**src/verilog/decodePkg.sv**
```systemverilog
package decodePkg;

  // Datapath widths
  localparam int wordWidth    = 16;
  localparam int regAddrWidth = 4;

  typedef logic [wordWidth-1:0]    word_t;
  typedef logic [regAddrWidth-1:0] regAddr_t;

  // Registers outside the eight general ones
  localparam regAddr_t regT  = 4'd8;
  localparam regAddr_t regSp = 4'd9;
  localparam regAddr_t regRa = 4'd10;

  // Link offset past the delay slot
  localparam word_t pcStep = 16'd1;

  typedef enum logic [3:0] {
    aluNop = 4'd0,
    aluAdd = 4'd1,
    aluSub = 4'd2,
    aluAnd = 4'd3,
    aluOr  = 4'd4,
    aluNot = 4'd5,
    aluSll = 4'd6,
    aluSra = 4'd7,
    aluSlt = 4'd8,
    aluCmp = 4'd9,
    aluLw  = 4'd10,
    aluSw  = 4'd11
  } aluOp_t;

  // Major opcodes, bits 15 to 11
  typedef enum logic [4:0] {
    opNop       = 5'b00001,
    opB         = 5'b00010,
    opBeqz      = 5'b00100,
    opBnez      = 5'b00101,
    opShift     = 5'b00110,
    opAddiu3    = 5'b01000,
    opAddiu     = 5'b01001,
    opSlti      = 5'b01010,
    opSpGroup   = 5'b01100,
    opLi        = 5'b01101,
    opCmpi      = 5'b01110,
    opLwSp      = 5'b10010,
    opLw        = 5'b10011,
    opSwSp      = 5'b11010,
    opSw        = 5'b11011,
    opAddSub    = 5'b11100,
    opLogicJump = 5'b11101
  } opcode_t;

  // Bits 10 to 8 of the SP group
  localparam logic [2:0] functBteqz = 3'b000;
  localparam logic [2:0] functAddsp = 3'b011;
  localparam logic [2:0] functMtsp  = 3'b100;

  // Bits 1 to 0 of shift and add/sub
  localparam logic [1:0] functSll  = 2'b00;
  localparam logic [1:0] functSra  = 2'b11;
  localparam logic [1:0] functAddu = 2'b01;
  localparam logic [1:0] functSubu = 2'b11;

  // Logic/jump group, by field width
  localparam logic [4:0]  functAnd  = 5'b01100;
  localparam logic [4:0]  functOr   = 5'b01101;
  localparam logic [4:0]  functNot  = 5'b01111;
  localparam logic [7:0]  functJr   = 8'b0000_0000;
  localparam logic [7:0]  functMfpc = 8'b0100_0000;
  localparam logic [7:0]  functJalr = 8'b1100_0000;
  localparam logic [10:0] functJrra = 11'b000_0010_0000;

  typedef enum logic [2:0] {
    src1Zero, src1Port, src1ZeroImm8, src1InstAddr, src1PortImm
  } opnd1Src_t;

  typedef enum logic [1:0] {
    src2Zero, src2Port, src2Imm, src2PcStep
  } opnd2Src_t;

  typedef enum logic [2:0] {
    brNone, brAlways, brIfZero, brIfNonzero, brRegister
  } branchKind_t;

endpackage
```
**src/verilog/decodeStage.sv**
```systemverilog
`timescale 1ns/1ns

module decodeStage (
  input  logic                clk_i,
  input  logic                rstN_i,
  input  decodePkg::word_t    instAddr_i,
  input  decodePkg::word_t    inst_i,
  input  logic                inDelaySlot_i,
  input  decodePkg::word_t    reg1Data_i,
  input  decodePkg::word_t    reg2Data_i,
  input  logic                exWrEn_i,
  input  decodePkg::regAddr_t exWrAddr_i,
  input  decodePkg::word_t    exWrData_i,
  input  decodePkg::aluOp_t   exAluOp_i,
  input  logic                memWrEn_i,
  input  decodePkg::regAddr_t memWrAddr_i,
  input  decodePkg::word_t    memWrData_i,
  output logic                reg1RdEn_o,
  output logic                reg2RdEn_o,
  output decodePkg::regAddr_t reg1Addr_o,
  output decodePkg::regAddr_t reg2Addr_o,
  output logic                jump_o,
  output decodePkg::word_t    jumpTarget_o,
  output logic                stall_o,
  output decodePkg::word_t    exOperand1_o,
  output decodePkg::word_t    exOperand2_o,
  output decodePkg::aluOp_t   exAluOp_o,
  output logic                exWrEn_o,
  output decodePkg::regAddr_t exWrAddr_o
);
  import decodePkg::*;

  opnd1Src_t   opnd1Src;
  opnd2Src_t   opnd2Src;
  word_t       imm;
  aluOp_t      aluOp;
  logic        wrEn;
  regAddr_t    wrAddr;
  branchKind_t branch;
  word_t       data1;
  word_t       data2;
  logic        hazard1;
  logic        hazard2;

  instrDecoder decoder (
    .inst_i(inst_i),
    .rd1En_o(reg1RdEn_o),
    .rd2En_o(reg2RdEn_o),
    .rd1Addr_o(reg1Addr_o),
    .rd2Addr_o(reg2Addr_o),
    .opnd1Src_o(opnd1Src),
    .opnd2Src_o(opnd2Src),
    .imm_o(imm),
    .aluOp_o(aluOp),
    .wrEn_o(wrEn),
    .wrAddr_o(wrAddr),
    .branch_o(branch)
  );

  operandBypass port1 (
    .rdEn_i(reg1RdEn_o),
    .rdAddr_i(reg1Addr_o),
    .fileData_i(reg1Data_i),
    .exWrEn_i(exWrEn_i),
    .exWrAddr_i(exWrAddr_i),
    .exWrData_i(exWrData_i),
    .exAluOp_i(exAluOp_i),
    .memWrEn_i(memWrEn_i),
    .memWrAddr_i(memWrAddr_i),
    .memWrData_i(memWrData_i),
    .data_o(data1),
    .loadHazard_o(hazard1)
  );

  operandBypass port2 (
    .rdEn_i(reg2RdEn_o),
    .rdAddr_i(reg2Addr_o),
    .fileData_i(reg2Data_i),
    .exWrEn_i(exWrEn_i),
    .exWrAddr_i(exWrAddr_i),
    .exWrData_i(exWrData_i),
    .exAluOp_i(exAluOp_i),
    .memWrEn_i(memWrEn_i),
    .memWrAddr_i(memWrAddr_i),
    .memWrData_i(memWrData_i),
    .data_o(data2),
    .loadHazard_o(hazard2)
  );

  // Condition uses the forwarded port 1 value
  branchUnit branch0 (
    .branch_i(branch),
    .imm_i(imm),
    .instAddr_i(instAddr_i),
    .opnd1_i(data1),
    .inDelaySlot_i(inDelaySlot_i),
    .stall_i(stall_o),
    .jump_o(jump_o),
    .jumpTarget_o(jumpTarget_o)
  );

  idExLatch latch (
    .clk_i(clk_i),
    .rstN_i(rstN_i),
    .opnd1Src_i(opnd1Src),
    .opnd2Src_i(opnd2Src),
    .imm_i(imm),
    .instAddr_i(instAddr_i),
    .data1_i(data1),
    .data2_i(data2),
    .hazard1_i(hazard1),
    .hazard2_i(hazard2),
    .aluOp_i(aluOp),
    .wrEn_i(wrEn),
    .wrAddr_i(wrAddr),
    .stall_o(stall_o),
    .exOperand1_o(exOperand1_o),
    .exOperand2_o(exOperand2_o),
    .exAluOp_o(exAluOp_o),
    .exWrEn_o(exWrEn_o),
    .exWrAddr_o(exWrAddr_o)
  );

endmodule

```
**src/verilog/idExLatch.sv**
```systemverilog
`timescale 1ns/1ns

module idExLatch (
  input  logic                  clk_i,
  input  logic                  rstN_i,
  input  decodePkg::opnd1Src_t  opnd1Src_i,
  input  decodePkg::opnd2Src_t  opnd2Src_i,
  input  decodePkg::word_t      imm_i,
  input  decodePkg::word_t      instAddr_i,
  input  decodePkg::word_t      data1_i,
  input  decodePkg::word_t      data2_i,
  input  logic                  hazard1_i,
  input  logic                  hazard2_i,
  input  decodePkg::aluOp_t     aluOp_i,
  input  logic                  wrEn_i,
  input  decodePkg::regAddr_t   wrAddr_i,
  output logic                  stall_o,
  output decodePkg::word_t      exOperand1_o,
  output decodePkg::word_t      exOperand2_o,
  output decodePkg::aluOp_t     exAluOp_o,
  output logic                  exWrEn_o,
  output decodePkg::regAddr_t   exWrAddr_o
);
  import decodePkg::*;

  word_t operand1;
  word_t operand2;

  assign stall_o = hazard1_i | hazard2_i;

  always_comb begin
    case (opnd1Src_i)
      src1Port:     operand1 = data1_i;
      src1ZeroImm8: operand1 = {8'b0, imm_i[7:0]};
      src1InstAddr: operand1 = instAddr_i;
      src1PortImm:  operand1 = data1_i + imm_i;
      default:      operand1 = '0;
    endcase
  end

  always_comb begin
    case (opnd2Src_i)
      src2Port:   operand2 = data2_i;
      src2Imm:    operand2 = imm_i;
      src2PcStep: operand2 = pcStep;
      default:    operand2 = '0;
    endcase
  end

  always_ff @(posedge clk_i or negedge rstN_i) begin
    if (!rstN_i) begin
      exOperand1_o <= '0;
      exOperand2_o <= '0;
      exAluOp_o    <= aluNop;
      exWrEn_o     <= 1'b0;
      exWrAddr_o   <= '0;
    end else if (stall_o) begin
      // Bubble, the instruction is presented again next cycle
      exOperand1_o <= '0;
      exOperand2_o <= '0;
      exAluOp_o    <= aluNop;
      exWrEn_o     <= 1'b0;
      exWrAddr_o   <= '0;
    end else begin
      exOperand1_o <= operand1;
      exOperand2_o <= operand2;
      exAluOp_o    <= aluOp_i;
      exWrEn_o     <= wrEn_i;
      exWrAddr_o   <= wrAddr_i;
    end
  end

endmodule

```
**src/verilog/branchUnit.sv**
```systemverilog
`timescale 1ns/1ns

module branchUnit (
  input  decodePkg::branchKind_t branch_i,
  input  decodePkg::word_t       imm_i,
  input  decodePkg::word_t       instAddr_i,
  input  decodePkg::word_t       opnd1_i,
  input  logic                   inDelaySlot_i,
  input  logic                   stall_i,
  output logic                   jump_o,
  output decodePkg::word_t       jumpTarget_o
);
  import decodePkg::*;

  logic  taken;
  logic  opndZero;
  word_t relTarget;
  word_t target;

  assign opndZero  = (opnd1_i == '0);
  assign relTarget = instAddr_i + imm_i;

  always_comb begin
    taken  = 1'b0;
    target = relTarget;
    case (branch_i)
      brAlways: begin
        taken = 1'b1;
      end
      brIfZero: begin
        taken = opndZero;
      end
      brIfNonzero: begin
        taken = !opndZero;
      end
      brRegister: begin
        taken  = 1'b1;
        target = opnd1_i;
      end
      default: begin
      end
    endcase
  end

  // No redirect from a delay slot or an instruction that must retry
  assign jump_o       = taken && !inDelaySlot_i && !stall_i;
  assign jumpTarget_o = jump_o ? target : '0;

endmodule

```
**src/verilog/operandBypass.sv**
```systemverilog
`timescale 1ns/1ns

module operandBypass (
  input  logic                rdEn_i,
  input  decodePkg::regAddr_t rdAddr_i,
  input  decodePkg::word_t    fileData_i,
  input  logic                exWrEn_i,
  input  decodePkg::regAddr_t exWrAddr_i,
  input  decodePkg::word_t    exWrData_i,
  input  decodePkg::aluOp_t   exAluOp_i,
  input  logic                memWrEn_i,
  input  decodePkg::regAddr_t memWrAddr_i,
  input  decodePkg::word_t    memWrData_i,
  output decodePkg::word_t    data_o,
  output logic                loadHazard_o
);
  import decodePkg::*;

  logic exHit;
  logic memHit;

  assign exHit  = (exWrAddr_i == rdAddr_i);
  assign memHit = memWrEn_i && (memWrAddr_i == rdAddr_i);

  always_comb begin
    loadHazard_o = 1'b0;
    if (!rdEn_i) begin
      data_o = '0;
    end else if (exHit && exAluOp_i == aluLw) begin
      // Load result not ready until after memory
      loadHazard_o = 1'b1;
      data_o       = '0;
    end else if (exHit && exWrEn_i) begin
      data_o = exWrData_i;
    end else if (memHit) begin
      data_o = memWrData_i;
    end else begin
      data_o = fileData_i;
    end
  end

endmodule

```
**src/verilog/instrDecoder.sv**
```systemverilog
`timescale 1ns/1ns

module instrDecoder (
  input  decodePkg::word_t       inst_i,
  output logic                   rd1En_o,
  output logic                   rd2En_o,
  output decodePkg::regAddr_t    rd1Addr_o,
  output decodePkg::regAddr_t    rd2Addr_o,
  output decodePkg::opnd1Src_t   opnd1Src_o,
  output decodePkg::opnd2Src_t   opnd2Src_o,
  output decodePkg::word_t       imm_o,
  output decodePkg::aluOp_t      aluOp_o,
  output logic                   wrEn_o,
  output decodePkg::regAddr_t    wrAddr_o,
  output decodePkg::branchKind_t branch_o
);
  import decodePkg::*;

  opcode_t  opcode;
  regAddr_t rx;
  regAddr_t ry;
  regAddr_t rz;
  word_t    sgnImm4;
  word_t    sgnImm5;
  word_t    sgnImm8;
  word_t    sgnImm11;
  word_t    shamt;

  assign opcode = opcode_t'(inst_i[15:11]);

  // Register fields, general registers only
  assign rx = {1'b0, inst_i[10:8]};
  assign ry = {1'b0, inst_i[7:5]};
  assign rz = {1'b0, inst_i[4:2]};

  assign sgnImm4  = {{12{inst_i[3]}}, inst_i[3:0]};
  assign sgnImm5  = {{11{inst_i[4]}}, inst_i[4:0]};
  assign sgnImm8  = {{8{inst_i[7]}}, inst_i[7:0]};
  assign sgnImm11 = {{5{inst_i[10]}}, inst_i[10:0]};
  assign shamt    = {13'b0, inst_i[4:2]};

  always_comb begin
    // Anything not matched below stays a NOP
    rd1En_o    = 1'b0;
    rd2En_o    = 1'b0;
    rd1Addr_o  = '0;
    rd2Addr_o  = '0;
    opnd1Src_o = src1Zero;
    opnd2Src_o = src2Zero;
    imm_o      = '0;
    aluOp_o    = aluNop;
    wrEn_o     = 1'b0;
    wrAddr_o   = '0;
    branch_o   = brNone;

    case (opcode)
      opB: begin
        imm_o    = sgnImm11;
        branch_o = brAlways;
      end
      opBeqz, opBnez: begin
        rd1En_o   = 1'b1;
        rd1Addr_o = rx;
        imm_o     = sgnImm8;
        branch_o  = (opcode == opBeqz) ? brIfZero : brIfNonzero;
      end
      opShift: begin
        if (inst_i[1:0] == functSll || inst_i[1:0] == functSra) begin
          rd1En_o    = 1'b1;
          rd1Addr_o  = ry;
          opnd1Src_o = src1Port;
          opnd2Src_o = src2Imm;
          imm_o      = shamt;
          aluOp_o    = (inst_i[1:0] == functSll) ? aluSll : aluSra;
          wrEn_o     = 1'b1;
          wrAddr_o   = rx;
        end
      end
      opAddiu3, opAddiu, opSlti, opCmpi, opLw: begin
        rd1En_o    = 1'b1;
        rd1Addr_o  = rx;
        opnd1Src_o = src1Port;
        opnd2Src_o = src2Imm;
        wrEn_o     = 1'b1;
        case (opcode)
          opAddiu3: begin
            imm_o    = sgnImm4;
            aluOp_o  = aluAdd;
            wrAddr_o = ry;
          end
          opAddiu: begin
            imm_o    = sgnImm8;
            aluOp_o  = aluAdd;
            wrAddr_o = rx;
          end
          opLw: begin
            imm_o    = sgnImm5;
            aluOp_o  = aluLw;
            wrAddr_o = ry;
          end
          default: begin
            // SLTI and CMPI both set T
            imm_o    = sgnImm8;
            aluOp_o  = (opcode == opSlti) ? aluSlt : aluCmp;
            wrAddr_o = regT;
          end
        endcase
      end
      opSpGroup: begin
        case (inst_i[10:8])
          functBteqz: begin
            rd1En_o   = 1'b1;
            rd1Addr_o = regT;
            imm_o     = sgnImm8;
            branch_o  = brIfZero;
          end
          functMtsp: begin
            rd1En_o    = 1'b1;
            rd1Addr_o  = ry;
            opnd1Src_o = src1Port;
            aluOp_o    = aluOr;
            wrEn_o     = 1'b1;
            wrAddr_o   = regSp;
          end
          functAddsp: begin
            rd1En_o    = 1'b1;
            rd1Addr_o  = regSp;
            opnd1Src_o = src1Port;
            opnd2Src_o = src2Imm;
            imm_o      = sgnImm8;
            aluOp_o    = aluAdd;
            wrEn_o     = 1'b1;
            wrAddr_o   = regSp;
          end
          default: begin
          end
        endcase
      end
      opLi: begin
        opnd1Src_o = src1ZeroImm8;
        imm_o      = sgnImm8;
        aluOp_o    = aluOr;
        wrEn_o     = 1'b1;
        wrAddr_o   = rx;
      end
      opLwSp: begin
        rd1En_o    = 1'b1;
        rd1Addr_o  = regSp;
        opnd1Src_o = src1Port;
        opnd2Src_o = src2Imm;
        imm_o      = sgnImm8;
        aluOp_o    = aluLw;
        wrEn_o     = 1'b1;
        wrAddr_o   = rx;
      end
      opSw, opSwSp: begin
        // Port 1 is the base, port 2 the store data
        rd1En_o    = 1'b1;
        rd2En_o    = 1'b1;
        rd1Addr_o  = (opcode == opSw) ? rx : regSp;
        rd2Addr_o  = (opcode == opSw) ? ry : rx;
        opnd1Src_o = src1PortImm;
        opnd2Src_o = src2Port;
        imm_o      = (opcode == opSw) ? sgnImm5 : sgnImm8;
        aluOp_o    = aluSw;
      end
      opAddSub: begin
        if (inst_i[1:0] == functAddu || inst_i[1:0] == functSubu) begin
          rd1En_o    = 1'b1;
          rd2En_o    = 1'b1;
          rd1Addr_o  = rx;
          rd2Addr_o  = ry;
          opnd1Src_o = src1Port;
          opnd2Src_o = src2Port;
          aluOp_o    = (inst_i[1:0] == functAddu) ? aluAdd : aluSub;
          wrEn_o     = 1'b1;
          wrAddr_o   = rz;
        end
      end
      opLogicJump: begin
        case (inst_i[4:0])
          functAnd, functOr: begin
            rd1En_o    = 1'b1;
            rd2En_o    = 1'b1;
            rd1Addr_o  = rx;
            rd2Addr_o  = ry;
            opnd1Src_o = src1Port;
            opnd2Src_o = src2Port;
            aluOp_o    = (inst_i[4:0] == functAnd) ? aluAnd : aluOr;
            wrEn_o     = 1'b1;
            wrAddr_o   = rx;
          end
          functNot: begin
            rd1En_o    = 1'b1;
            rd1Addr_o  = ry;
            opnd1Src_o = src1Port;
            aluOp_o    = aluNot;
            wrEn_o     = 1'b1;
            wrAddr_o   = rx;
          end
          default: begin
            // Jumps and MFPC have zero in bits 4 to 0
            case (inst_i[7:0])
              functJr, functJalr: begin
                rd1En_o   = 1'b1;
                rd1Addr_o = rx;
                branch_o  = brRegister;
                if (inst_i[7:0] == functJalr) begin
                  opnd1Src_o = src1InstAddr;
                  opnd2Src_o = src2PcStep;
                  aluOp_o    = aluAdd;
                  wrEn_o     = 1'b1;
                  wrAddr_o   = regRa;
                end
              end
              functMfpc: begin
                opnd1Src_o = src1InstAddr;
                aluOp_o    = aluOr;
                wrEn_o     = 1'b1;
                wrAddr_o   = rx;
              end
              default: begin
                if (inst_i[10:0] == functJrra) begin
                  rd1En_o   = 1'b1;
                  rd1Addr_o = regRa;
                  branch_o  = brRegister;
                end
              end
            endcase
          end
        endcase
      end
      default: begin
      end
    endcase
  end

endmodule

```
**config.mk**
```make
export PLATFORM = sky130hd
export DESIGN_NAME = decodeStage
export DESIGN_NICKNAME = d
export VERILOG_FILES = /design/src/verilog/decodePkg.sv /design/src/verilog/decodeStage.sv /design/src/verilog/idExLatch.sv /design/src/verilog/branchUnit.sv /design/src/verilog/operandBypass.sv /design/src/verilog/instrDecoder.sv
export SDC_FILE = /design/constraint.sdc
export NUM_CORES = 1
export LEC_CHECK = 0
export ABC_CLOCK_PERIOD_IN_PS = 9200
export BUFFER_PORTS_ARGS = -buffer_cell sky130_fd_sc_hd__buf_2
export CAP_MARGIN = 20
export CORE_MARGIN = 4
export CORE_UTILIZATION = 55
export DETAILED_ROUTE_END_ITERATION = 12
export HOLD_SLACK_MARGIN = 0.03
export PLACE_DENSITY = 0.87
export SKIP_CTS_REPAIR_TIMING = 1
export SLEW_MARGIN = 20
export SYNTH_ARGS = -nofsm -noshare
export SYNTH_HDL_FRONTEND = slang
export SYNTH_SLANG_ARGS = --single-unit
```
**constraint.sdc**
```tcl
create_clock -name clk_i -period 9.2 [get_ports clk_i]
set_clock_uncertainty 0.05 [all_clocks]
set_input_delay 1.84 -clock clk_i [delete_from_list [all_inputs] [get_ports clk_i]]
set_output_delay 1.84 -clock clk_i [all_outputs]
set_load 0.02 [all_outputs]
```
==> flow_summary.toml <==
[final_layout]
regArea_um2 = 1026
area_growth_pct = 17.28
layout-drive-gt1-share_pct = 26.07
final_nets = 1082
diodes = 0
multi_input_area_um2 = 4696
fillers = 917

[power_and_ir_drop]
switching_share_pct = 40.42
leakagePower_nw = 3.803
ir_worst_vdd_v = 0.00007661
clkPwrFrac_pct = 24.1
p_switching_mw = 0.2672
seqPwrFrac_pct = 28.4
p_int_mw = 0.3939
power_mw = 0.6611
pwr-share-comb_pct = 47.5
powerDensity_nw_per_um2 = 94.00

[clocking]
clk_pin_slew_worst_paths_ps = 90
cts-root-buf = "clkbuf_8"
cts-htree-levels = 2
clockBufferDepth = 2
cts_tree = "built"
cts_buffers = 5
clkSinkCount = 41

[yosys]
yosys.area.top_type = "dfrtp_1"
synth.area.top_cells = "dfrtp_1, ha_1, nand2_1"
synth-xor-area-share_pct = 5.675
synth_compound_area_share_pct = 30.27
syn_avg_cell_area_um2 = 7.630
muxShareOfSynthArea_pct = 9.034
synthSimpleGateAreaFrac_pct = 25.98
synth_top_area_share_pct = 17.11
ys_ff_latch = 41
ys.flop_type = "dfrtp_1"
netlist_instances = 786
synth_nets = 933
synthAdderAreaFrac_pct = 7.219
ys_warn_count = 0
netlist_top_cells_count = "nand2_1, a21oi_1, nor2_1"
syn-cell-area_um2 = 5997
synth.most_common_cell = "nand2_1"
synth_cell_type_count = 86
synth_seq_area_share_pct = 17.11
synth_top_family_by_area = "compound AO/OA/AOI/OAI gates"
synth-edff-count = 0
synth-async-reset-ratio_pct = 100.0

[die]
core_um2 = 10460
die_area_um2 = 12640
top_level_ports = 182
num_rows = 37
die_height_um = 112.4
start_util_pct = 57.32
die_w_um = 112.4

[sta]
maxSlewHeadroom_pct = 33.20
finalSetupViolations = 0
setup_ws_ps = 722.3
fin_crit_ps = 8478
rsz0062_at_grt = "no"
worst_pin_slew_ps = 999.8
maxSlewViolCount = 0
period_share_pct = 92.15
finalSetupTns_ps = 0
max_freq_ghz = 0.1180
hold_viol_final = 0

[grt]
antenna_found_initial = 1
grt_pass1_vias = 6293
grt_usage_pct = 33.23
grt_max_degree = 42
grt_overflow = 0
grt_first_pass_wirelength_um = 34140

[drt]
num_vias = 6955
via_per_inst = 6.488
wire_per_inst_um = 20.43
routed_wl_um = 21900
drt_iter0_markers = 1121
drtAntennaViolNets = 0
route.detailed.drc = 0
drt_pass1_iterations = 9

[setup_path]
critical_path_required_ps = 7310
worstSetupPathType = "input port to output port"
crit_fanout = 30
cp-start-kind = "input port"
worstPathArrival_ps = 6590
critPathCaptureType = "output port"

[run_status]
status = "finished clean"

[placement]
gp_congestion = 1.027
port_buffers = 180
dp_slack_ps = 803.6
hpwl_um = 17620

[worst_hold_path]
worst_hold_path_type = "input port to async pin"

[job]
max_cap_viol_count = 0
[layout make-up]
type	count	share of cell area [%]
clock buffer	7	1.228
clock inverter	1	0.4270
inverter	14	0.7472
multi-input combinational	684	66.77
sequential	41	14.59
tap	136	2.419
timing repair buffer	189	13.82
[cell families (layout without fill, tap and decap cells)]
family / count (synthesis) / after routing
fa+ha+maj: 34 / 34
other cells: 1 / 1
buf+inv: 61 / 211
simple gates: 299 / 299
mux: 50 / 50
compound gates: 262 / 262
flops: 41 / 41
xor+xnor: 38 / 38
[through the flow]
stage	cell area [um2]	hold slack, ps	cells	utilization [%]
floorplan	5997	1494	786	-
global placement	6902	1966	1063	65.97
CTS	7029	1660	1072	67.18
finish	7033	1642	1072	67.22
global route	7033	1726	1072	67.22
detailed placement	6913	1978	1064	66.07
[critical path, stage by stage]
cell and delay (ps):
buf_2 120, ha_1 290, or3_1 430, a211oi_2 400, a211oi_1 250, xor2_1 260, o211a_1 190, and3_1 760
nand2b_1 130, o211a_1 230, nor4_2 300, nand4_1 270, mux2i_2 560, buf_4 300, a21oi_2 70, buf_2 190
[sequential cells by signal, summed over array words and instances, names as in the netlist]
signal and count:
latch.exAluOp_o 4, latch.exWrEn_o 1, latch.exOperand1_o 16, latch.exWrAddr_o 4
latch.exOperand2_o 16
[cell usage in the layout, fill, tap and decap left out, types with 8 or more instances in the layout]
cell,count
a21o_1,16
a21oi_1,64
a21oi_2,9
a22oi_1,15
a31oi_1,11
and2_1,9
and3_1,8
buf_2,180
buf_4,8
dfrtp_1,41
ha_1,33
inv_1,14
mux2_2,8
mux2i_1,31
nand2_1,106
nand2b_1,23
nand3_1,22
nor2_1,48
nor2b_1,13
nor3_1,10
o211a_1,19
o211ai_1,17
o21ai_0,42
or3_1,8
xnor2_1,16
xor2_1,21
[worst max-delay path by stage]
stage | from | end | slack (ps) | cells past startpoint
finish | inst_i[0] | jumpTarget_o[10] | 720 | 16
CTS | inst_i[0] | jumpTarget_o[9] | 790 | 16
floorplan | inst_i[9] | jumpTarget_o[15] | 1570 | 20
detailed placement | inst_i[0] | jumpTarget_o[10] | 800 | 16
global route | inst_i[0] | jumpTarget_o[10] | 390 | 16
global placement | inst_i[0] | jumpTarget_o[12] | 890 | 16
[routing by layer]
metal  GRT usage [%]  wire length, um  vias to the layer above
met3           9.003             3077                       39
met1           47.09             8899                     3207
met4           6.571              375                        2
met2           51.13             9536                      496
li1                -                -                     3211
met5               0               13                        -
[power groups by stage]
stage	Sequential [mW]	Combinational, mW	Clock [mW]
2_1_floorplan	0.199	0.197	0
4_1_cts	0.188	0.304	0.156
6_report	0.188	0.314	0.159
5_1_grt	0.188	0.340	0.162
3_5_place_dp	0.191	0.303	0
3_3_place_gp	0.191	0.302	0
Power figures use the tool's default switching activity.
